--- src/include/mem_consts.svh ---
// Fixed sizes of the shared memory subsystem, included by the packages and the RTL that need them
`ifndef MEM_CONSTS_SVH
`define MEM_CONSTS_SVH

// ------------------------------
// Bus widths
// ------------------------------
`define AXI_ADDR_W 32
`define AXI_DATA_W 32

// ------------------------------
// SRAM geometry of 1 KiB at address 0
// ------------------------------
`define MEM_WORDS   256
`define MEM_INDEX_W 8

// Last owner after reset counts as m1 so m0 is served first
`define RR_RESET_OWNER 1'b1

`endif
--- src/rtl/mem_pkg.sv ---
// Memory-side types used by the SRAM slave, the arbiter and the SRAM array
`include "mem_consts.svh"

package mem_pkg;

  // Word index into the SRAM
  typedef logic [`MEM_INDEX_W-1:0] word_idx_t;

  // Slave handles one transaction at a time
  typedef enum logic [1:0] {
    IDLE,
    RDATA,
    BRESP
  } slv_state_t;

  // Arbiter grant, locked until the response handshake
  typedef enum logic [1:0] {
    FREE,
    RD_OWNED,
    WR_OWNED
  } arb_state_t;

endpackage

--- src/rtl/axi_pkg.sv ---
// AXI4-Lite bus types shared by the interface, the arbiter, the slave and the top level
`include "mem_consts.svh"

package axi_pkg;

  // Byte address and data word
  typedef logic [`AXI_ADDR_W-1:0] addr_t;
  typedef logic [`AXI_DATA_W-1:0] data_t;

  // One enable per data byte
  typedef logic [`AXI_DATA_W/8-1:0] strb_t;

  // Carried on the bus only
  typedef logic [2:0] prot_t;

  typedef logic [1:0] resp_t;

  // Response codes
  localparam resp_t RESP_OKAY   = 2'b00;
  localparam resp_t RESP_SLVERR = 2'b10;

endpackage

--- src/rtl/axi_lite_if.sv ---
// AXI4-Lite bundle of five channels, used between the top level, the arbiter and the SRAM slave
`timescale 1ns/10ps

interface axi_lite_if;
  import axi_pkg::*;

  // Write address
  addr_t awaddr;
  prot_t awprot;
  logic  awvalid;
  logic  awready;

  // Write data
  data_t wdata;
  strb_t wstrb;
  logic  wvalid;
  logic  wready;

  // Write response
  resp_t bresp;
  logic  bvalid;
  logic  bready;

  // Read address
  addr_t araddr;
  prot_t arprot;
  logic  arvalid;
  logic  arready;

  // Read data
  data_t rdata;
  resp_t rresp;
  logic  rvalid;
  logic  rready;

  modport master (
    output awaddr, awprot, awvalid,
    input  awready,
    output wdata, wstrb, wvalid,
    input  wready,
    input  bresp, bvalid,
    output bready,
    output araddr, arprot, arvalid,
    input  arready,
    input  rdata, rresp, rvalid,
    output rready
  );

  modport slave (
    input  awaddr, awprot, awvalid,
    output awready,
    input  wdata, wstrb, wvalid,
    output wready,
    output bresp, bvalid,
    input  bready,
    input  araddr, arprot, arvalid,
    output arready,
    output rdata, rresp, rvalid,
    input  rready
  );

endinterface

--- src/rtl/axi_sram_slave.sv ---
// AXI4-Lite slave in front of the SRAM, decodes the range and answers with OKAY or SLVERR
`timescale 1ns/10ps
`include "mem_consts.svh"

module axi_sram_slave (
  input  logic               i_aclk,
  input  logic               i_arst_n,
  axi_lite_if.slave          s,
  output logic               o_mem_en,
  output logic               o_mem_we,
  output mem_pkg::word_idx_t o_mem_idx,
  output axi_pkg::strb_t     o_mem_strb,
  output axi_pkg::data_t     o_mem_wdata,
  input  axi_pkg::data_t     i_mem_rdata
);
  import axi_pkg::*;
  import mem_pkg::*;

  localparam addr_t MEM_BYTES = addr_t'(`MEM_WORDS * 4);

  slv_state_t state_q;
  resp_t      resp_q;
  logic       wr_take;
  logic       rd_take;
  logic       wr_hit;
  logic       rd_hit;

  // ------------------------------
  // Accept
  // ------------------------------
  // A write beats a read arriving in the same cycle
  assign wr_take = (state_q == IDLE) & s.awvalid & s.wvalid;
  assign rd_take = (state_q == IDLE) & s.arvalid & ~(s.awvalid & s.wvalid);

  assign wr_hit = s.awaddr < MEM_BYTES;
  assign rd_hit = s.araddr < MEM_BYTES;

  assign s.awready = wr_take;
  assign s.wready  = wr_take;
  assign s.arready = rd_take;

  // ------------------------------
  // SRAM port
  // ------------------------------
  // Out of range never touches the array
  assign o_mem_en    = (wr_take & wr_hit) | (rd_take & rd_hit);
  assign o_mem_we    = wr_take;
  assign o_mem_idx   = wr_take ? s.awaddr[`MEM_INDEX_W+1:2] : s.araddr[`MEM_INDEX_W+1:2];
  assign o_mem_strb  = s.wstrb;
  assign o_mem_wdata = s.wdata;

  always_ff @(posedge i_aclk or negedge i_arst_n) begin
    if (!i_arst_n) begin
      state_q <= IDLE;
    end else begin
      case (state_q)
        IDLE: begin
          if (wr_take) begin
            state_q <= BRESP;
          end else if (rd_take) begin
            state_q <= RDATA;
          end
        end
        BRESP: begin
          if (s.bready) begin
            state_q <= IDLE;
          end
        end
        RDATA: begin
          if (s.rready) begin
            state_q <= IDLE;
          end
        end
        default: state_q <= IDLE;
      endcase
    end
  end

  // One response code serves both B and R
  always_ff @(posedge i_aclk) begin
    if (wr_take) begin
      resp_q <= wr_hit ? RESP_OKAY : RESP_SLVERR;
    end else if (rd_take) begin
      resp_q <= rd_hit ? RESP_OKAY : RESP_SLVERR;
    end
  end

  // ------------------------------
  // Responses
  // ------------------------------
  assign s.bvalid = (state_q == BRESP);
  assign s.bresp  = resp_q;
  assign s.rvalid = (state_q == RDATA);
  assign s.rresp  = resp_q;
  // SRAM output is stable while RDATA waits for ready
  assign s.rdata  = (resp_q == RESP_OKAY) ? i_mem_rdata : '0;

endmodule

--- src/flat_wrapper.sv ---
// flat-port wrapper written by rule: the top's interface ports become plain ports
module axi_sram_slave_flat import axi_pkg::*; import mem_pkg::*;
  (i_aclk, i_arst_n, o_mem_en, o_mem_we, o_mem_idx, o_mem_strb, o_mem_wdata, i_mem_rdata, s_awaddr, s_awprot, s_awvalid, s_awready, s_wdata, s_wstrb, s_wvalid, s_wready, s_bresp, s_bvalid, s_bready, s_araddr, s_arprot, s_arvalid, s_arready, s_rdata, s_rresp, s_rvalid, s_rready);
  axi_lite_if s_i ();
  input  logic i_aclk;
  input  logic i_arst_n;
  output logic o_mem_en;
  output logic o_mem_we;
  output mem_pkg::word_idx_t o_mem_idx;
  output axi_pkg::strb_t o_mem_strb;
  output axi_pkg::data_t o_mem_wdata;
  input  axi_pkg::data_t i_mem_rdata;
  input wire logic [$bits(s_i.awaddr)-1:0] s_awaddr;
  input wire logic [$bits(s_i.awprot)-1:0] s_awprot;
  input wire logic [$bits(s_i.awvalid)-1:0] s_awvalid;
  output wire logic [$bits(s_i.awready)-1:0] s_awready;
  input wire logic [$bits(s_i.wdata)-1:0] s_wdata;
  input wire logic [$bits(s_i.wstrb)-1:0] s_wstrb;
  input wire logic [$bits(s_i.wvalid)-1:0] s_wvalid;
  output wire logic [$bits(s_i.wready)-1:0] s_wready;
  output wire logic [$bits(s_i.bresp)-1:0] s_bresp;
  output wire logic [$bits(s_i.bvalid)-1:0] s_bvalid;
  input wire logic [$bits(s_i.bready)-1:0] s_bready;
  input wire logic [$bits(s_i.araddr)-1:0] s_araddr;
  input wire logic [$bits(s_i.arprot)-1:0] s_arprot;
  input wire logic [$bits(s_i.arvalid)-1:0] s_arvalid;
  output wire logic [$bits(s_i.arready)-1:0] s_arready;
  output wire logic [$bits(s_i.rdata)-1:0] s_rdata;
  output wire logic [$bits(s_i.rresp)-1:0] s_rresp;
  output wire logic [$bits(s_i.rvalid)-1:0] s_rvalid;
  input wire logic [$bits(s_i.rready)-1:0] s_rready;
  assign s_i.awaddr = s_awaddr;
  assign s_i.awprot = s_awprot;
  assign s_i.awvalid = s_awvalid;
  assign s_awready = s_i.awready;
  assign s_i.wdata = s_wdata;
  assign s_i.wstrb = s_wstrb;
  assign s_i.wvalid = s_wvalid;
  assign s_wready = s_i.wready;
  assign s_bresp = s_i.bresp;
  assign s_bvalid = s_i.bvalid;
  assign s_i.bready = s_bready;
  assign s_i.araddr = s_araddr;
  assign s_i.arprot = s_arprot;
  assign s_i.arvalid = s_arvalid;
  assign s_arready = s_i.arready;
  assign s_rdata = s_i.rdata;
  assign s_rresp = s_i.rresp;
  assign s_rvalid = s_i.rvalid;
  assign s_i.rready = s_rready;
  axi_sram_slave u_core (.i_aclk(i_aclk), .i_arst_n(i_arst_n), .s(s_i), .o_mem_en(o_mem_en), .o_mem_we(o_mem_we), .o_mem_idx(o_mem_idx), .o_mem_strb(o_mem_strb), .o_mem_wdata(o_mem_wdata), .i_mem_rdata(i_mem_rdata));
endmodule
--- config.mk ---
export PLATFORM = sky130hd
export DESIGN_NAME = axi_sram_slave_flat
export DESIGN_NICKNAME = d
export VERILOG_FILES = /design/src/rtl/mem_pkg.sv /design/src/rtl/axi_pkg.sv /design/src/rtl/axi_lite_if.sv /design/src/rtl/axi_sram_slave.sv /design/src/flat_wrapper.sv
export VERILOG_INCLUDE_DIRS = /design/src /design/src/include
export SDC_FILE = /design/constraint.sdc
export NUM_CORES = 1
export LEC_CHECK = 0
export ABC_AREA = 0
export BUFFER_PORTS_ARGS = -buffer_cell sky130_fd_sc_hd__clkbuf_2
export CAP_MARGIN = 10
export CORE_AREA = 5 5 87 89
export CTS_CLUSTER_DIAMETER = 50
export DETAILED_ROUTE_END_ITERATION = 8
export DIE_AREA = 0 0 92 94
export GPL_TIMING_DRIVEN = 0
export PLACE_DENSITY = 0.52
export SYNTH_ARGS = -nofsm -noshare
export SYNTH_HDL_FRONTEND = slang
export SYNTH_SLANG_ARGS = --single-unit
--- constraint.sdc ---
create_clock -name i_aclk -period 1.6 [get_ports i_aclk]
set_input_delay 0.08 -clock i_aclk [delete_from_list [all_inputs] [get_ports i_aclk]]
set_output_delay 0.08 -clock i_aclk [all_outputs]
set_load 0.02 [all_outputs]
==> results.ini <==
[flow_run]
drv_cap = 0

[pwr]
vdd_ir_drop_max_uv = 269
p_leak_nw = 1.25
p_per_area_mw_per_mm2 = 430

[route]
vias_per_cell = 3.75
via_count = 1528
drtIter0Drc = 10
drc = 0
dr.pass1.iters = 3
postRouteAntennaNets = 0
wl_per_cell_um = 11.6
drt-total-wl_um = 4720

[global_routing]
antenna_found_initial = 0
grt_pass1_vias = 1580
grt_remaining_overflow = 0
grt_pass1_wl_um = 6890
grt_max_degree = 11
grt_use_total = 0.0971

[cts]
h-tree-depth = 1
clk_latency_ns = 0.21
root_buffer = clkbuf_8
cts.path.max_buffers = 2
clk_pin_slew_ns = 0.03
cts_sinks = 3
numCtsBuffers = 3
cts_tree = yes

[synth]
ys.flop_type = dfrtp_1
yosys-top-cells-area = buf_4 (34%), nor2b_1 (22%), nand2_1 (11%)
synth_edf_count = 1
yosys.cell_types.count = 19
postSynthAreaPerCell_sq_um = 6.52
ys.warnings.count = 0
yosys_register_bits = 3
yosysTopAreaCell = buf_4
netlist_area_sq_um = 900
netlist.area_leader.share = 0.342
seq_area_frac_synth = 0.0890
async_reset_ff_frac = 0.667
yosysMostFrequentCell = buf_4
syn_inst = 138
synthTopCellsByCount = buf_4 (41), nor2b_1 (32), nand2_1 (27)

[place]
dp_hpwl_um = 4490
port_buffers = 183
gp_congestion = 0.755
placed_area_sq_mm = 0.00192

[timing]
slew_violations = 0
hold_viol_final = 0
clock_skew_ns = 0.000977
min_period_ns = 1.51
rsz0062_at_grt = yes
fmax_mhz = 660
finalSetupViolCount = 0
fin_tns_setup_ns = 0
min_period_over_period = 0.947

[critical_path]
crit_required_ns = 1.52
slowest_delay_ns = 0.38
cp_slowest_cell = dfrtp_1
start_kind = flip-flop
worstSetupPathType = flip-flop to output port
crit_start = u_core.state_q[0]$_DFFE_PN0P_
crit_family = flip-flops
r2r-start = u_core.state_q[0]$_DFFE_PN0P_
critPathBufInv = 3
crit_path_cell_trace = nor2_2, nand3_2, inv_2, buf_6, nand3_1, o32ai_1, buf_4
cp_data_arrival_time_ns = 1.43
cp_max_fo = 3
worstSetupEndpointType = output port

[hold_path]
hp-class = primary input to flip-flop
hold_start = s_rready

[floorplanning]
die_h_um = 94
placementRows = 30
start_util = 0.135
io-pin-count = 232
die_area_sq_mm = 0.00865
die_w_um = 92
core_area_sq_mm = 0.00668

[status]
status = finished clean

[layout]
finalInstanceArea_sq_mm = 0.00201
drive_gt1_frac = 0.723
fin_nets = 474
diodes = 0
syn2layout_area_growth_pct = 124

[final timing paths]
path	endpoint	slack, ns	cells after the start
hold reg to reg	u_core.state_q[0]$_DFFE_PN0P_	0.60	2
max in group asynchronous	u_core.state_q[0]$_DFFE_PN0P_	1.31	2
setup / recovery	o_mem_en	0.09	7
setup reg to reg	u_core.s.bresp[1]$_DFFE_PP_	0.26	6
hold / removal	u_core.state_q[0]$_DFFE_PN0P_	0.07	2
min in group asynchronous	u_core.state_q[1]$_DFFE_PN0P_	0.19	2
[worst reg2reg max path: stages, from the launching register on]
cell and delay (ns):
dfrtp_1 0.38, nor2_2 0.15, nand3_2 0.10, inv_2 0.07, buf_6 0.09, nand3_1 0.09
o21a_1 0.21
[sequential cells by signal, summed over array words and instances (netlist names)]
| name | flops |
|---|---|
| u_core.state_q | 2 |
| u_core.s.bresp | 1 |
[layer usage]
metal	share of wire	global-route usage
met1	0.33	0.101
met2	0.54	0.189
met3	0.12	0.0264
met4	0.0081	0.0297
met5	0	0
[area by class of cell]
class	count	area (sq um)
Sequential cell	3	80.1
Tap cell	80	100
Buffer	46	335
Multi-Input combinational cell	86	488
Timing Repair Buffer	185	951
Inverter	4	15.0
Clock buffer	4	45.0
Fill cell	746	4670
[where the power goes]
| part | switching [mW] | internal (mW) |
|---|---|---|
| logic | 0.274 | 0.276 |
| clock network | 0.0470 | 0.170 |
| registers | 0.00847 | 0.0918 |
[per-stage QoR]
stage	util	std cells	total power [mW]	setup WS, ns	hold slack [ns]
detailed placement	0.287	402	0.630	0.0181	-0.132
global placement	0.287	402	0.626	0.0151	-0.133
CTS	0.299	408	0.867	0.0107	0.0726
global route	0.301	408	0.934	-0.0301	0.0973
finish	0.301	408	0.867	0.0852	0.0689
floorplan	-	139	0.398	0.150	-0.216
[logic make-up after synthesis]
group,Yosys count,synth area share
compound gates,4,0.0292
simple gates,80,0.497
buf+inv,50,0.381
flops,3,0.0890
other cells,1,0.00417
[what timing repair did]
action                                  in CTS  in global routing
buffers inserted                             1                  0
endpoints found under the hold margin        2                  0
gates resized for setup                      6                 16
hold buffers                                 1                  0
pin swaps                                    0                  1
endpoints found under the setup margin       3                 10
[cells in the final DEF, fill, tap and decap left out, types with 3 or more instances in the layout]
| cell type | netlist | routed |
|---|---|---|
| buf_4 | 41 | 49 |
| clkbuf_1 | 4 | 4 |
| clkbuf_2 | 0 | 175 |
| clkbuf_8 | 0 | 3 |
| inv_1 | 4 | 3 |
| nand2_1 | 27 | 27 |
| nor2b_1 | 32 | 32 |
| nor4_1 | 6 | 6 |
| nor4_2 | 4 | 4 |
Note: power is estimated with default switching activity, not from simulation.
