[src/include/mem_consts.svh]
// Fixed sizes of the shared memory subsystem, included by the packages and the RTL that need them
`ifndef MEM_CONSTS_SVH
`define MEM_CONSTS_SVH

// ------------------------------
// Bus widths
// ------------------------------
`define AXI_ADDR_W 32
`define AXI_DATA_W 32

// ------------------------------
// SRAM geometry of 1 KiB at address 0
// ------------------------------
`define MEM_WORDS   256
`define MEM_INDEX_W 8

// Last owner after reset counts as m1 so m0 is served first
`define RR_RESET_OWNER 1'b1

`endif
[src/rtl/mem_pkg.sv]
// Memory-side types used by the SRAM slave, the arbiter and the SRAM array
`include "mem_consts.svh"

package mem_pkg;

  // Word index into the SRAM
  typedef logic [`MEM_INDEX_W-1:0] word_idx_t;

  // Slave handles one transaction at a time
  typedef enum logic [1:0] {
    IDLE,
    RDATA,
    BRESP
  } slv_state_t;

  // Arbiter grant, locked until the response handshake
  typedef enum logic [1:0] {
    FREE,
    RD_OWNED,
    WR_OWNED
  } arb_state_t;

endpackage

[src/rtl/axi_pkg.sv]
// AXI4-Lite bus types shared by the interface, the arbiter, the slave and the top level
`include "mem_consts.svh"

package axi_pkg;

  // Byte address and data word
  typedef logic [`AXI_ADDR_W-1:0] addr_t;
  typedef logic [`AXI_DATA_W-1:0] data_t;

  // One enable per data byte
  typedef logic [`AXI_DATA_W/8-1:0] strb_t;

  // Carried on the bus only
  typedef logic [2:0] prot_t;

  typedef logic [1:0] resp_t;

  // Response codes
  localparam resp_t RESP_OKAY   = 2'b00;
  localparam resp_t RESP_SLVERR = 2'b10;

endpackage

[src/rtl/axi_lite_if.sv]
// AXI4-Lite bundle of five channels, used between the top level, the arbiter and the SRAM slave
`timescale 1ns/10ps

interface axi_lite_if;
  import axi_pkg::*;

  // Write address
  addr_t awaddr;
  prot_t awprot;
  logic  awvalid;
  logic  awready;

  // Write data
  data_t wdata;
  strb_t wstrb;
  logic  wvalid;
  logic  wready;

  // Write response
  resp_t bresp;
  logic  bvalid;
  logic  bready;

  // Read address
  addr_t araddr;
  prot_t arprot;
  logic  arvalid;
  logic  arready;

  // Read data
  data_t rdata;
  resp_t rresp;
  logic  rvalid;
  logic  rready;

  modport master (
    output awaddr, awprot, awvalid,
    input  awready,
    output wdata, wstrb, wvalid,
    input  wready,
    input  bresp, bvalid,
    output bready,
    output araddr, arprot, arvalid,
    input  arready,
    input  rdata, rresp, rvalid,
    output rready
  );

  modport slave (
    input  awaddr, awprot, awvalid,
    output awready,
    input  wdata, wstrb, wvalid,
    output wready,
    output bresp, bvalid,
    input  bready,
    input  araddr, arprot, arvalid,
    output arready,
    output rdata, rresp, rvalid,
    input  rready
  );

endinterface

[src/rtl/axi_rr_arbiter.sv]
// Round-robin arbiter for two AXI4-Lite masters, grant locked until the response handshake
`timescale 1ns/10ps
`include "mem_consts.svh"

module axi_rr_arbiter (
  input  logic       i_aclk,
  input  logic       i_arst_n,
  axi_lite_if.slave  m0,
  axi_lite_if.slave  m1,
  axi_lite_if.master s
);
  import mem_pkg::*;

  arb_state_t state_q;
  // Current owner while locked, last owner while free
  logic       owner_q;
  logic       wr_req0;
  logic       wr_req1;
  logic       req0;
  logic       req1;
  logic       pick;
  logic       pick_wr;
  logic       wr_own;
  logic       rd_own;

  // ------------------------------
  // Request and pick
  // ------------------------------
  assign wr_req0 = m0.awvalid & m0.wvalid;
  assign wr_req1 = m1.awvalid & m1.wvalid;
  assign req0    = wr_req0 | m0.arvalid;
  assign req1    = wr_req1 | m1.arvalid;

  // Both asking means the one not served last wins
  assign pick    = (req0 & req1) ? ~owner_q : req1;
  assign pick_wr = pick ? wr_req1 : wr_req0;

  always_ff @(posedge i_aclk or negedge i_arst_n) begin
    if (!i_arst_n) begin
      state_q <= FREE;
      owner_q <= `RR_RESET_OWNER;
    end else begin
      case (state_q)
        FREE: begin
          if (req0 | req1) begin
            state_q <= pick_wr ? WR_OWNED : RD_OWNED;
            owner_q <= pick;
          end
        end
        WR_OWNED: begin
          if (s.bvalid & s.bready) begin
            state_q <= FREE;
          end
        end
        RD_OWNED: begin
          if (s.rvalid & s.rready) begin
            state_q <= FREE;
          end
        end
        default: state_q <= FREE;
      endcase
    end
  end

  assign wr_own = (state_q == WR_OWNED);
  assign rd_own = (state_q == RD_OWNED);

  // ------------------------------
  // Forward path
  // ------------------------------
  assign s.awaddr  = owner_q ? m1.awaddr : m0.awaddr;
  assign s.awprot  = owner_q ? m1.awprot : m0.awprot;
  assign s.awvalid = wr_own & (owner_q ? m1.awvalid : m0.awvalid);
  assign s.wdata   = owner_q ? m1.wdata : m0.wdata;
  assign s.wstrb   = owner_q ? m1.wstrb : m0.wstrb;
  assign s.wvalid  = wr_own & (owner_q ? m1.wvalid : m0.wvalid);
  assign s.bready  = wr_own & (owner_q ? m1.bready : m0.bready);
  assign s.araddr  = owner_q ? m1.araddr : m0.araddr;
  assign s.arprot  = owner_q ? m1.arprot : m0.arprot;
  assign s.arvalid = rd_own & (owner_q ? m1.arvalid : m0.arvalid);
  assign s.rready  = rd_own & (owner_q ? m1.rready : m0.rready);

  // ------------------------------
  // Return path
  // ------------------------------
  // Handshakes reach only the owner
  assign m0.awready = wr_own & ~owner_q & s.awready;
  assign m0.wready  = wr_own & ~owner_q & s.wready;
  assign m0.bvalid  = wr_own & ~owner_q & s.bvalid;
  assign m0.arready = rd_own & ~owner_q & s.arready;
  assign m0.rvalid  = rd_own & ~owner_q & s.rvalid;
  assign m1.awready = wr_own & owner_q & s.awready;
  assign m1.wready  = wr_own & owner_q & s.wready;
  assign m1.bvalid  = wr_own & owner_q & s.bvalid;
  assign m1.arready = rd_own & owner_q & s.arready;
  assign m1.rvalid  = rd_own & owner_q & s.rvalid;

  // Payload is qualified by the valids above
  assign m0.bresp = s.bresp;
  assign m0.rdata = s.rdata;
  assign m0.rresp = s.rresp;
  assign m1.bresp = s.bresp;
  assign m1.rdata = s.rdata;
  assign m1.rresp = s.rresp;

endmodule

[src/flat_wrapper.sv]
// flat-port wrapper written by rule: the top's interface ports become plain ports
module axi_rr_arbiter_flat import mem_pkg::*;
  (i_aclk, i_arst_n, m0_awaddr, m0_awprot, m0_awvalid, m0_awready, m0_wdata, m0_wstrb, m0_wvalid, m0_wready, m0_bresp, m0_bvalid, m0_bready, m0_araddr, m0_arprot, m0_arvalid, m0_arready, m0_rdata, m0_rresp, m0_rvalid, m0_rready, m1_awaddr, m1_awprot, m1_awvalid, m1_awready, m1_wdata, m1_wstrb, m1_wvalid, m1_wready, m1_bresp, m1_bvalid, m1_bready, m1_araddr, m1_arprot, m1_arvalid, m1_arready, m1_rdata, m1_rresp, m1_rvalid, m1_rready, s_awaddr, s_awprot, s_awvalid, s_awready, s_wdata, s_wstrb, s_wvalid, s_wready, s_bresp, s_bvalid, s_bready, s_araddr, s_arprot, s_arvalid, s_arready, s_rdata, s_rresp, s_rvalid, s_rready);
  axi_lite_if m0_i ();
  axi_lite_if m1_i ();
  axi_lite_if s_i ();
  input  logic i_aclk;
  input  logic i_arst_n;
  input wire logic [$bits(m0_i.awaddr)-1:0] m0_awaddr;
  input wire logic [$bits(m0_i.awprot)-1:0] m0_awprot;
  input wire logic [$bits(m0_i.awvalid)-1:0] m0_awvalid;
  output wire logic [$bits(m0_i.awready)-1:0] m0_awready;
  input wire logic [$bits(m0_i.wdata)-1:0] m0_wdata;
  input wire logic [$bits(m0_i.wstrb)-1:0] m0_wstrb;
  input wire logic [$bits(m0_i.wvalid)-1:0] m0_wvalid;
  output wire logic [$bits(m0_i.wready)-1:0] m0_wready;
  output wire logic [$bits(m0_i.bresp)-1:0] m0_bresp;
  output wire logic [$bits(m0_i.bvalid)-1:0] m0_bvalid;
  input wire logic [$bits(m0_i.bready)-1:0] m0_bready;
  input wire logic [$bits(m0_i.araddr)-1:0] m0_araddr;
  input wire logic [$bits(m0_i.arprot)-1:0] m0_arprot;
  input wire logic [$bits(m0_i.arvalid)-1:0] m0_arvalid;
  output wire logic [$bits(m0_i.arready)-1:0] m0_arready;
  output wire logic [$bits(m0_i.rdata)-1:0] m0_rdata;
  output wire logic [$bits(m0_i.rresp)-1:0] m0_rresp;
  output wire logic [$bits(m0_i.rvalid)-1:0] m0_rvalid;
  input wire logic [$bits(m0_i.rready)-1:0] m0_rready;
  input wire logic [$bits(m1_i.awaddr)-1:0] m1_awaddr;
  input wire logic [$bits(m1_i.awprot)-1:0] m1_awprot;
  input wire logic [$bits(m1_i.awvalid)-1:0] m1_awvalid;
  output wire logic [$bits(m1_i.awready)-1:0] m1_awready;
  input wire logic [$bits(m1_i.wdata)-1:0] m1_wdata;
  input wire logic [$bits(m1_i.wstrb)-1:0] m1_wstrb;
  input wire logic [$bits(m1_i.wvalid)-1:0] m1_wvalid;
  output wire logic [$bits(m1_i.wready)-1:0] m1_wready;
  output wire logic [$bits(m1_i.bresp)-1:0] m1_bresp;
  output wire logic [$bits(m1_i.bvalid)-1:0] m1_bvalid;
  input wire logic [$bits(m1_i.bready)-1:0] m1_bready;
  input wire logic [$bits(m1_i.araddr)-1:0] m1_araddr;
  input wire logic [$bits(m1_i.arprot)-1:0] m1_arprot;
  input wire logic [$bits(m1_i.arvalid)-1:0] m1_arvalid;
  output wire logic [$bits(m1_i.arready)-1:0] m1_arready;
  output wire logic [$bits(m1_i.rdata)-1:0] m1_rdata;
  output wire logic [$bits(m1_i.rresp)-1:0] m1_rresp;
  output wire logic [$bits(m1_i.rvalid)-1:0] m1_rvalid;
  input wire logic [$bits(m1_i.rready)-1:0] m1_rready;
  output wire logic [$bits(s_i.awaddr)-1:0] s_awaddr;
  output wire logic [$bits(s_i.awprot)-1:0] s_awprot;
  output wire logic [$bits(s_i.awvalid)-1:0] s_awvalid;
  input wire logic [$bits(s_i.awready)-1:0] s_awready;
  output wire logic [$bits(s_i.wdata)-1:0] s_wdata;
  output wire logic [$bits(s_i.wstrb)-1:0] s_wstrb;
  output wire logic [$bits(s_i.wvalid)-1:0] s_wvalid;
  input wire logic [$bits(s_i.wready)-1:0] s_wready;
  input wire logic [$bits(s_i.bresp)-1:0] s_bresp;
  input wire logic [$bits(s_i.bvalid)-1:0] s_bvalid;
  output wire logic [$bits(s_i.bready)-1:0] s_bready;
  output wire logic [$bits(s_i.araddr)-1:0] s_araddr;
  output wire logic [$bits(s_i.arprot)-1:0] s_arprot;
  output wire logic [$bits(s_i.arvalid)-1:0] s_arvalid;
  input wire logic [$bits(s_i.arready)-1:0] s_arready;
  input wire logic [$bits(s_i.rdata)-1:0] s_rdata;
  input wire logic [$bits(s_i.rresp)-1:0] s_rresp;
  input wire logic [$bits(s_i.rvalid)-1:0] s_rvalid;
  output wire logic [$bits(s_i.rready)-1:0] s_rready;
  assign m0_i.awaddr = m0_awaddr;
  assign m0_i.awprot = m0_awprot;
  assign m0_i.awvalid = m0_awvalid;
  assign m0_awready = m0_i.awready;
  assign m0_i.wdata = m0_wdata;
  assign m0_i.wstrb = m0_wstrb;
  assign m0_i.wvalid = m0_wvalid;
  assign m0_wready = m0_i.wready;
  assign m0_bresp = m0_i.bresp;
  assign m0_bvalid = m0_i.bvalid;
  assign m0_i.bready = m0_bready;
  assign m0_i.araddr = m0_araddr;
  assign m0_i.arprot = m0_arprot;
  assign m0_i.arvalid = m0_arvalid;
  assign m0_arready = m0_i.arready;
  assign m0_rdata = m0_i.rdata;
  assign m0_rresp = m0_i.rresp;
  assign m0_rvalid = m0_i.rvalid;
  assign m0_i.rready = m0_rready;
  assign m1_i.awaddr = m1_awaddr;
  assign m1_i.awprot = m1_awprot;
  assign m1_i.awvalid = m1_awvalid;
  assign m1_awready = m1_i.awready;
  assign m1_i.wdata = m1_wdata;
  assign m1_i.wstrb = m1_wstrb;
  assign m1_i.wvalid = m1_wvalid;
  assign m1_wready = m1_i.wready;
  assign m1_bresp = m1_i.bresp;
  assign m1_bvalid = m1_i.bvalid;
  assign m1_i.bready = m1_bready;
  assign m1_i.araddr = m1_araddr;
  assign m1_i.arprot = m1_arprot;
  assign m1_i.arvalid = m1_arvalid;
  assign m1_arready = m1_i.arready;
  assign m1_rdata = m1_i.rdata;
  assign m1_rresp = m1_i.rresp;
  assign m1_rvalid = m1_i.rvalid;
  assign m1_i.rready = m1_rready;
  assign s_awaddr = s_i.awaddr;
  assign s_awprot = s_i.awprot;
  assign s_awvalid = s_i.awvalid;
  assign s_i.awready = s_awready;
  assign s_wdata = s_i.wdata;
  assign s_wstrb = s_i.wstrb;
  assign s_wvalid = s_i.wvalid;
  assign s_i.wready = s_wready;
  assign s_i.bresp = s_bresp;
  assign s_i.bvalid = s_bvalid;
  assign s_bready = s_i.bready;
  assign s_araddr = s_i.araddr;
  assign s_arprot = s_i.arprot;
  assign s_arvalid = s_i.arvalid;
  assign s_i.arready = s_arready;
  assign s_i.rdata = s_rdata;
  assign s_i.rresp = s_rresp;
  assign s_i.rvalid = s_rvalid;
  assign s_rready = s_i.rready;
  axi_rr_arbiter u_core (.i_aclk(i_aclk), .i_arst_n(i_arst_n), .m0(m0_i), .m1(m1_i), .s(s_i));
endmodule
[config.mk]
export PLATFORM = sky130hd
export DESIGN_NAME = axi_rr_arbiter_flat
export DESIGN_NICKNAME = d
export VERILOG_FILES = /design/src/rtl/mem_pkg.sv /design/src/rtl/axi_pkg.sv /design/src/rtl/axi_lite_if.sv /design/src/rtl/axi_rr_arbiter.sv /design/src/flat_wrapper.sv
export VERILOG_INCLUDE_DIRS = /design/src /design/src/include
export SDC_FILE = /design/constraint.sdc
export NUM_CORES = 1
export LEC_CHECK = 0
export BUFFER_PORTS_ARGS = -buffer_cell sky130_fd_sc_hd__buf_2
export CAP_MARGIN = 20
export CORE_AREA = 2 2 176 178
export DETAILED_ROUTE_END_ITERATION = 16
export DIE_AREA = 0 0 178 180
export GPL_TIMING_DRIVEN = 0
export MAX_ROUTING_LAYER = met4
export SYNTH_ARGS = -nofsm -noshare
export SYNTH_HDL_FRONTEND = slang
export SYNTH_SLANG_ARGS = --single-unit
[constraint.sdc]
create_clock -name i_aclk -period 3.3 [get_ports i_aclk]
set_clock_uncertainty 0.1 [all_clocks]
set_input_delay 0.165 -clock i_aclk [delete_from_list [all_inputs] [get_ports i_aclk]]
set_output_delay 0.165 -clock i_aclk [all_outputs]
set_load 0.02 [all_outputs]
==> summary by stage, run 1 <==
STA
After routing, the total negative slack on setup checks comes to 0 ns. The number of endpoints with negative hold slack in the final report was 0. The final setup violation count is 0.

The final count of pins violating max slew is 0. The shortest clock period the worst path allows after layout is ~2.2 ns. The worst pin sits at a relative slew slack of 0.6518.

Static timing analysis puts the maximum clock frequency at approximately 0.46 GHz. Setup repair after global routing left no endpoint under its margin. The transition at the pin with the smallest max-transition slack is between 0.5 and 0.6 ns.

Dividing the final minimum period by the clock period gives 0.6659.

Power and ir drop
The cell leakage power is 2.698 nW. The net switching component of the power is roughly 1.5 mW. The largest voltage drop on the vdd net is roughly 0.18 mV. The proportion of power drawn by the clock network is 0.068. The fraction of power spent switching nets is 0.5240. The sequential fraction of design power is 0.023. The internal portion of the total power is 1.342 mW. Of the total power, combinational logic draws 0.909. The power per cell area is approximately 580 mW/mm2. The overall power is between 2 and 3 mW.

Floorplanning
In this run the core area contains 64 standard-cell rows. The die covers roughly 0.032 mm2. The die width is between 150 and 200 um.

The initial core utilization is 0.07236. The total core area is approximately 0.03 mm2. The floorplan die height is approximately 180 um. The number of placed I/O pins is ~460.

Global routing
The total global routing overflow is 0. The largest net degree at the start of global routing is 11. The number of antenna violations at the first check in global routing is 0. For this run, the total global-route usage over all layers was measured as 0.07694. The first-pass GRT wire length is about 18000 um. The via count of the first global-routing pass is between 3000 and 4000.

Clocking
The level count of the clock H-tree is 1. TritonCTS built the clock tree. The number of clock buffers added by TritonCTS is 3.

The worst-skew pair later-pin latency is 0.22 ns. No sink is reached through more buffers than the 2 on the longest clock path. The root buffer cell is clkbuf_16. Clock-pin slew was measured on the worst setup and hold paths at roughly 0.03 ns.

CTS saw 3 sinks. After clock tree synthesis, the setup repair step added 0 buffers.

Critical path
Of all nets on the critical path, the largest fanout is 10. The worst setup path is captured at a primary output. The start-to-end type of the worst setup path is flip-flop to primary output. STA classifies the critical path startpoint as a flip-flop. The critical path data arrival time is around 1.9 ns. Data on the critical path is required at its endpoint by ~3.0 ns.

Routing
The average routed wire per standard cell is 12.72 um. The number of DRC markers after the initial detailed-route iteration is 36. For this block, the via count after detailed routing is roughly 3300. The count of nets left with antenna violations once routing finished came out at 0. The remaining design rule violation count is 0. The first TritonRoute pass finished after 4 iterations. For this block, the routed nets add up to between 10000 and 15000 um of wire. Using the TritonRoute via totals, the vias-per-cell ratio works out to 3.107.

Placement
Routability-driven placement finished with a final weighted congestion of slightly below 0.8. The cell count after placement is 1055. The placed wire-length estimate is between 10000 and 15000 um. The placed instances occupy a cell area of about 0.0048 mm2. Buffers placed on the I/O ports in this run total ~420.

Cells and area
In the final layout, flip-flops and latches occupy 76.32 um2. The filler cells instantiated in the layout total about 3400. The count of cells in the finished layout, fillers not included, comes to 1060.

The number of antenna repair diodes is 0. The combined area of the multi-input logic cells is about 0.0014 mm2. The end-of-flow core utilization is 0.1615. The fraction of final layout cells sized beyond drive strength 1 is 0.9337.

From synthesis to final layout, the design area changed by 123.2%. The design area is roughly 0.0049 mm2. The net count of the finished layout is 930.

Logic synthesis
The synthesized netlist occupies a cell area of between 0.002 and 0.0025 mm2. The number of cells produced by synthesis is roughly 240. The sequential-to-total area share from yosys stat is 0.03494.

The flip-flop and latch count after synthesis is 3. The number of distinct library cells after synthesis is 25. After synthesis, the cell types taking the most area are mux2_2, buf_4, buf_6, dfrtp_1, mux2i_1. In this run the mean area of a mapped cell was around 9 um2. When the netlist entered floorplanning its net count stood at around 500. Of the post-synthesis cell area, the dominant cell type holds 0.5464. The number of warnings printed during yosys synthesis is 0. The biggest area consumer among synthesized cells is mux2_2.

Min path
The type of the most critical hold path is primary input to flip-flop.

Status
The run finished with clean final reports.

Run
The max-cap violation count is 0.
[path summary, 6_finish.rpt]
path                              startpoint                 to  slack (ns)  depth (start not counted)
setup / recovery              u_core.owner_q         m1_awready        1.10                          6
hold / removal                      s_rvalid  u_core.state_q[0]        0.21                          4
setup reg to reg              u_core.owner_q  u_core.state_q[1]        1.46                          4
hold reg to reg            u_core.state_q[0]     u_core.owner_q        0.55                          2
max in group asynchronous           i_arst_n     u_core.owner_q        2.65                          2
min in group asynchronous           i_arst_n  u_core.state_q[0]        0.24                          2
[synthesized netlist by cell type]
| master | n |
|---|---|
| mux2_2 | 106 |
| buf_4 | 72 |
| nor2_1 | 9 |
| buf_6 | 8 |
| buf_2 | 6 |
| nand2_1 | 6 |
| mux2i_1 | 5 |
| nor3_1 | 4 |
| a21oi_1 | 2 |
| and3_1 | 2 |
| dfrtp_1 | 2 |
| inv_1 | 2 |
| o21ai_0 | 2 |
| a211o_1 | 1 |
| a2bb2oi_1 | 1 |
| a31oi_1 | 1 |
| clkbuf_1 | 1 |
| clkbuf_2 | 1 |
| dfstp_2 | 1 |
| nand2b_1 | 1 |
| nor2b_1 | 1 |
| nor3b_1 | 1 |
| o221a_2 | 1 |
| o31ai_1 | 1 |
| o41ai_2 | 1 |
[cell usage in the layout (no fill, tap or decap)]
cell / n
nand2_1: 6
and3_1: 2
dfrtp_1: 2
clkbuf_1: 2
a2bb2oi_1: 1
dlygate4sd3_1: 1
nor3_1: 4
nand2b_1: 1
clkbuf_2: 1
a211o_1: 1
nor2_1: 9
o31ai_1: 1
clkbuf_16: 3
o21ai_0: 2
o221a_2: 1
inv_1: 2
buf_6: 8
nor2b_1: 1
o41ai_2: 1
a31oi_1: 1
mux2_2: 106
dfstp_2: 1
a21oi_1: 2
mux2i_1: 5
buf_4: 72
nor3b_1: 1
buf_2: 427
[kinds of logic after synthesis]
group,Yosys count,synth area share
mux,111,0.5693
flops,3,0.03494
buf+inv,90,0.3099
compound gates,10,0.03609
simple gates,24,0.04983
[per-stage QoR]
stage	hold WS, ns	setup WS [ns]
after floorplan	-0.2306	1.687
after global placement	-0.1232	1.257
after detailed placement	-0.1176	1.231
after CTS	0.2068	0.9893
after global routing	0.2467	0.9540
final	0.2084	1.102
[power by group through the flow]
| stage | Sequential (mW) | Combinational (mW) | Clock (mW) |
|---|---|---|---|
| floorplan | 0.0619 | 1.76 | 0 |
| global placement | 0.0623 | 2.59 | 0 |
| detailed placement | 0.0639 | 2.61 | 0 |
| CTS | 0.0636 | 2.61 | 0.196 |
| global route | 0.0649 | 2.73 | 0.204 |
| finish | 0.0640 | 2.56 | 0.192 |
[routing by layer]
metal  global-route usage  part of all wire  up-vias
met5                    -                 0        -
met3              0.01206             0.090        2
met2               0.1470              0.53      224
met1              0.07970              0.37     1450
met4              0.02230             0.010        0
li1                     -                 -     1617
[sequential cells by signal, summed over array words and instances, names as in the netlist]
register,count
u_core.owner_q,1
u_core.state_q,2
[what timing repair did]
item                                    CTS  global route
endpoints found under the setup margin    0             0
gates resized for setup                   0             0
hold endpoints to repair                  3             0
hold buffers                              1             0
[critical path, cell delays in order (launching register included)]
cell     delay (ns)
dfstp_2        0.50
buf_2          0.21
buf_6          0.22
buf_2          0.27
nand2_1        0.12
nor2_1         0.18
buf_2          0.20
[area by class of cell]
type,instances,area share
sequential,3,0.01565
tap,396,0.1016
timing repair buffer,422,0.4342
buffer,88,0.1373
inverter,2,0.001540
clock buffer,4,0.01617
multi-input combinational,145,0.2936
(Power assumes the default switching activity.)
==> run 2, diff against run 1 <==
Settings changed: CORE_AREA 2 2 176 178 to 2 2 177 179, DIE_AREA 0 0 178 180 to 0 0 179 181.
Clock period 3.3 ns to 2.2 ns, I/O delays scaled along.
==> run 2 against run 1 <==
Compared with the run above:
- combinational power rose by 51%
- sequential power rose by 46%
- global-route usage barely moved
- count of clock-buffer cells in the layout did not move
- final cell count did not move
- worst setup slack got worse by 0.98 ns
- clock power rose by 51%
- critical endpoint is now s_wdata[30]
==> summary by stage, run 2 (synthesized netlist as in run 1, its figures left out) <==
Status
The flow ran to the end, and the final reports show no timing, DRC or antenna violations.

Min path
The startpoint of the tightest hold check path is s_rvalid. The path class of the tightest hold or removal check is primary input to flip-flop. The endpoint of the worst hold path is u_core.state_q[0]. Counting instances, the worst hold path has a depth of 4.

Critical path
The endpoint identified for the worst register-to-register timing path is u_core.state_q[1]. Counting stages on the worst path, the most repeated cell is buf_2. For this run, the slowest stage of the critical path takes roughly 0.5 ns. The launching element type of the critical path is a flip-flop.

The start-to-end type of the worst setup path is flip-flop to primary output. The critical path goes through buf_2, buf_8, buf_6, mux2_2, buf_2. The data required time of the worst path is around 2.0 ns. Along the worst path, the maximum fanout reaches 10.

The worst register-to-register path has a depth of 5. The worst register-to-register path begins at u_core.owner_q. At the worst endpoint, the arrival time is 1.87 ns. For flop-to-flop paths, the worst setup slack is 0.40 ns. For this design, the slowest cell found on the critical path is dfstp_2. The endpoint kind of the worst setup timing path is a primary output.

Placement
In this run the tool buffered the top-level ports with 421 buffer cells. The placed wire-length estimate is between 10000 and 15000 um. The worst setup timing slack at the placement stage is about 0.26 ns. The congestion estimate from routability-driven global placement came to roughly 0.76.

STA
Setup slack on the critical path of the routed design comes to ~0.12 ns. The final count of pins violating max slew is 0. Headroom to the max-slew limit came out at 0.6624. Setup repair after global routing left no endpoint under its margin. The highest attainable clock frequency is approximately 0.48 GHz. The number of endpoints with negative hold slack in the final report is 0.

The total negative slack for setup checks is 0 ns. At the pin with the least slew margin, the transition time is ~0.51 ns. The post-route clock period utilization is 0.9434.

Setup violations remaining at the end of the flow were counted as 0. For the finished layout, the period the worst path requires is roughly 2.1 ns.

Clocking
TritonCTS built the clock tree. Counting along the longest clock path gives a buffer depth of 2. The CTS clock-pin slew for the worst setup and hold paths is about 0.030 ns. In this run the clock root is driven by a clkbuf_16. In this run the number of H-tree levels came out at 1. The worst-skew pair later-pin latency is between 0.2 and 0.25 ns. The total number of clock tree sinks is 3. Counting the buffers created by CTS gives 3. In this run the post-CTS setup repair buffer count came out at 0.

Routing
The remaining design rule violation count is 0. The remaining antenna violation count after routing is 0. After the first detailed-routing iteration, the DRC count stood at 56. Dividing the detail-routed via count by the number of cells gives just over 3. The total iterations of the first detailed-routing run is 4. The average routed wire per standard cell is approximately 13 um.

Wires add up to about 14000 um. Detailed routing inserted a total of between 3000 and 4000 vias.

Global routing
The busiest layer in global routing is met2. For met2 alone, demand over resource in global routing was 0.1415. The via count of the first global-routing pass came to roughly 3200. The total global routing overflow is 0.

In the global route stage, met3 resource usage came out at 0.01620. The first-pass GRT wire length is 17680 um. For this run, global-route usage on met1 was measured as 0.08378. The number of antenna violations at the first check in global routing is 0. In the global route stage, overall resource usage came out at 0.07652. Entering global routing, the biggest net connects 11 pins.

Cells and area
The final-layout fill cell count is 3460. The register with the most flip-flops in the layout has 2 of them. The final layout net count is 930.

0 antenna diodes ended up in the layout. Relative to the synthesized area, the layout overhead comes to 123.7%. In the final layout, the registers with the most flip-flops are u_core.state_q: 2 flops, u_core.owner_q: 1 flops. The library cell used most frequently in the layout, excluding fill and tap cells, is buf_2.

More flip-flops sit in one register than any other, and that register is u_core.state_q. The fraction of final layout cells sized beyond drive strength 1 is 0.9352. Leaving out fill and tap cells, the most frequent cells in the layout are buf_2, mux2_2, buf_4.

Power and ir drop
The net switching component of the power is between 2 and 2.5 mW. The sequential fraction of design power is 0.022. The fraction of power spent switching nets is 0.5228. Cell internal power was estimated by the tool at 2.029 mW.

The proportion of power drawn by the clock network is 0.068. For this design the static power due to leakage is approximately 2.7 nW. Total power for the finished layout comes to about 4.3 mW. Across the VDD grid, the largest voltage drop is 0.2797 mV. The share of power burned in combinational logic is 0.910.

The power per cell area is about 870 mW/mm2.

Floorplanning
The area of the die is approximately 0.032 mm2. The initial core utilization is 0.07198. Pin placement for this block handled between 400 and 500 I/O pins. The die is around 180 um tall. From left edge to right edge, the die measures 179 um. Row generation in the floorplan step produced 64 rows.

The total core area is just over 0.03 mm2.

Run
The tool flagged a number of max-cap violations equal to 0.
## run 2: critical path, delay by kind of cell, from the launching register on
kind     cells  cell delay (ns)
buf+inv      4             0.78
flops        1             0.50
mux          1             0.35
## run 2: power by group through the flow
stage                     Sequential (mW)  Clock (mW)  Combinational [mW]
final                              0.0936       0.289                3.87
after global routing               0.0964       0.297                4.15
after CTS                          0.0942       0.294                3.94
after detailed placement           0.0947           0                3.93
after global placement             0.0934           0                3.91
after floorplan                    0.0928           0                2.64
## run 2: worst max path at each step
stage,start,endpoint,slack [ns],cells after the start
global placement,u_core.owner_q,s_wdata[30],0.27,5
detailed placement,u_core.owner_q,s_rready,0.26,5
CTS,u_core.owner_q,s_wdata[30],0.03,5
global route,u_core.owner_q,s_wdata[30],0.002,5
finish,u_core.owner_q,s_wdata[30],0.12,5
floorplan,u_core.owner_q,m1_awready,0.64,5
## run 2: layer usage
layer	part of all wire	wire [um]
met5	0	0
met3	0.095	1322
met2	0.50	6962
met4	0.0053	74
met1	0.40	5493
## run 2: per-stage QoR
stage,hold WS (ns),area [um2],instances,utilization
floorplan,-0.2856,2185,238,-
global placement,-0.1909,4787,1055,0.1577
detailed placement,-0.1876,4787,1055,0.1577
CTS,0.1797,4876,1060,0.1607
global route,0.2078,4886,1060,0.1610
finish,0.1610,4886,1060,0.1610
## run 2: what timing repair did
action,4_1_cts,5_1_grt
setup endpoints to repair,0,6
resized for setup,0,3
hold buffers,1,0
endpoints found under the hold margin,3,0
## run 2: layout make-up
cell class                 instances  area, um2  area share
tap                              396      495.5      0.1014
timing repair buffer             422       2117      0.4333
sequential                         3      76.32     0.01562
multi-input combinational        145       1435      0.2937
inverter                           2      7.507    0.001536
buffer                            88      675.6      0.1383
clock buffer                       4      78.83     0.01613
==> run 3, diff against run 2 <==
Settings changed: PLACE_DENSITY set to 0.44, SLEW_MARGIN set to 20.
==> run 3 against run 2 <==
Compared with the run above:
- worst setup slack gained 0.15 ns
- die area unchanged
- global-route usage shrank 0.089 points
- via count down 0.21%
- fmax up 7.9%
- register-to-register slack is essentially flat
- count of clock-buffer cells in the layout stayed put
- critical path depth down 1
- hold slack gained 0.040 ns
- critical path type unchanged
- largest cell class unchanged
==> summary by stage, run 3 (synthesized netlist as in run 1, its figures left out) <==
Status
The run finished with clean final reports.

STA
The shortest clock period the worst path allows after layout is between 1.5 and 2 ns. The final setup violation count is 0. At the pin with the least slew margin, the transition time is between 0.5 and 0.6 ns.

The total negative slack for setup checks is 0 ns. The max-slew headroom at the worst pin is 0.6114. The post-route clock period utilization is 0.8744. The final count of pins violating max slew is 0. The number of endpoints with negative hold slack in the final report is 0. Setup repair after global routing left no endpoint under its margin. The highest attainable clock frequency is slightly above 0.5 GHz.

Min path
The type of the most critical hold path is primary input to flip-flop. The depth of the worst hold-timing path is 3.

Power and ir drop
The internal portion of the total power is about 2 mW. In this run the static leakage power is between 2 and 3 nW. The net switching component of the power is roughly 2.2 mW. The fraction of power spent switching nets is 0.5180.

Of the total power, combinational logic draws 0.907. The sequential fraction of design power is 0.025. The power per cell area is around 860 mW/mm2. IR analysis of the VDD net gives a maximum drop of between 0.2 and 0.3 mV. Of the total power, the clock network draws 0.069.

Cells and area
The number of antenna repair diodes is 0. The commonest non-fill, non-tap cell in the layout is buf_2. The flip-flop and latch area is 76.32 um2. The area overhead of the layout relative to synthesis is 123.8%. The final-layout fill cell count is about 3500. The fraction of final layout cells sized beyond drive strength 1 is 0.9338.

The final layout net count is about 930. The flip-flop count of the largest register, all copies and words added is 2. In the layout the commonest cells are buf_2, mux2_2, buf_4.

The largest registers in the layout are u_core.state_q: 2 flops, u_core.owner_q: 1 flops. After routing the design area is 0.004888 mm2. The combined area of the multi-input logic cells is between 0.001 and 0.0015 mm2.

Ranked by flip-flop count, first place goes to u_core.state_q.

Global routing
The total global routing overflow is 0. The global-route track usage on met2 is 0.1432. Entering global routing, the biggest net connects 11 pins. The first global-routing pass estimated about 18000 um of wire. Across every metal layer, demand over resource in global routing totals 0.07563. The global routing stage identified its most utilized layer as met2. The number of antenna violations at the first check in global routing came to 0. The global routing usage on met3 is 0.008838.

The via count of the first global-routing pass is 3263. The global-route track usage on met1 is 0.08191.

Critical path
The end point of the critical path is s_wdata[31]. The worst register-to-register path has a depth of 5. The number of cells on the critical path is 4. Data arrives at the worst endpoint at between 1.5 and 2 ns.

The slowest stage of the critical path is the dfstp_2 cell. Of all nets on the critical path, the largest fanout is 10. The worst setup path is captured at a primary output. STA classifies the critical path startpoint as a flip-flop. The most numerous cell type found on the critical path is buf_2. The start-to-end type of the worst setup path is flip-flop to primary output. The largest stage delay on the critical path is between 0.5 and 0.6 ns.

The source of the critical timing path is u_core.owner_q. The endpoint of the lowest-slack register-to-register path is u_core.state_q[1]. Grouping stages by cell kind, the critical path spends the most delay in buffers and inverters.

At the worst endpoint, the required time is 1.99 ns. The buffer and inverter count on the worst path is 3. The setup slack on the worst flop-to-flop path is 0.41 ns.

Traced cell by cell, the critical path runs through buf_4, buf_2, mux2_2, buf_2. The startpoint identified for the worst register-to-register timing path is u_core.owner_q.

Clocking
After clock tree synthesis, the clock-pin slew on the worst setup and hold paths is roughly 0.030 ns. The CTS tree is built. The worst-skew pair later-pin latency is roughly 0.22 ns.

The level count of the clock H-tree is 1. The total number of clock tree sinks is 3. In this run the deepest clock path goes through 2 buffers.

The clock buffer count from CTS is 3. The tree is rooted in a clkbuf_16.

Placement
The placed wire-length estimate is 12290 um. The final RePlAce weighted congestion is 0.7264. Input and output buffers added on the ports amount to approximately 420.

The placed cell area is approximately 0.0048 mm2.

Routing
The detailed-route wire length is about 13000 um. The total via count after detailed routing is 3292. Using the TritonRoute via totals, the vias-per-cell ratio works out to between 3 and 4. Dividing the detail-routed wire length by the instance count gives ~13 um. The detail route stage leaves a number of antenna-violating nets equal to 0.

The total iterations of the first detailed-routing run is 4. The remaining design rule violation count is 0. The detailed router finished its first iteration with 38 violations.

Floorplanning
The initialized floorplan defines 64 standard-cell rows. The floorplan step set the die height to 181 um. The die width is 179 um.

In this run the standard cell core region covers ~0.030 mm2. The initial core utilization is 0.07198. approximately 460 I/O pins were placed. The area of the die is around 0.032 mm2.

Run
The max-cap violation count is 0.
-- run 3: per-layer routing --
metal	up-vias	wire length [um]
li1	1617	-
met1	1436	5084
met2	235	6842
met3	4	1222
met4	0	167
met5	-	0
-- run 3: layout make-up --
class                           count  share of cell area
Sequential cell                     3             0.01561
Tap cell                          396              0.1014
Timing Repair Buffer              424              0.4361
Buffer                             87              0.1364
Clock buffer                        4             0.01612
Multi-Input combinational cell    145              0.2928
Inverter                            2            0.001536
-- run 3: per-stage QoR --
stage / std cells / total power, mW / setup slack (ns) / hold WS [ns] / util
after CTS: 1059 / 4.300 / 0.02439 / 0.2218 / 0.1606
after global routing: 1061 / 4.532 / 0.1625 / 0.2491 / 0.1611
after floorplan: 238 / 2.733 / 0.6422 / -0.2856 / -
after detailed placement: 1055 / 3.992 / 0.1425 / -0.1717 / 0.1577
final: 1061 / 4.224 / 0.2763 / 0.2010 / 0.1611
after global placement: 1055 / 3.978 / 0.1485 / -0.1710 / 0.1577
-- run 3: worst register-to-register path, delay by kind of cell (launching register included) --
kind,cells,cell delay (ns)
flops,1,0.55
buf+inv,1,0.15
compound gates,3,0.87
simple gates,1,0.05
-- run 3: worst min path at each step --
stage	from	end	slack, ns
after global placement	i_arst_n	u_core.state_q[1]	-0.17
after CTS	m1_arvalid	u_core.owner_q	0.22
after global routing	i_arst_n	u_core.state_q[0]	0.25
after detailed placement	i_arst_n	u_core.state_q[1]	-0.17
final	m1_arvalid	u_core.owner_q	0.20
after floorplan	i_arst_n	u_core.state_q[0]	-0.29
-- run 3: power groups by stage --
stage / registers [mW] / clock network [mW] / logic [mW]
after global placement: 0.0934 / 0 / 3.88
final: 0.104 / 0.290 / 3.83
after global routing: 0.107 / 0.305 / 4.12
after detailed placement: 0.0932 / 0 / 3.90
after CTS: 0.138 / 0.296 / 3.87
after floorplan: 0.0928 / 0 / 2.64
-- run 3: repair_timing --
action / in CTS / in global routing
buffers inserted: 0 / 2
hold buffers: 1 / 0
setup endpoints to repair: 26 / 1
gates resized for setup: 1 / 0
hold endpoints to repair: 3 / 0
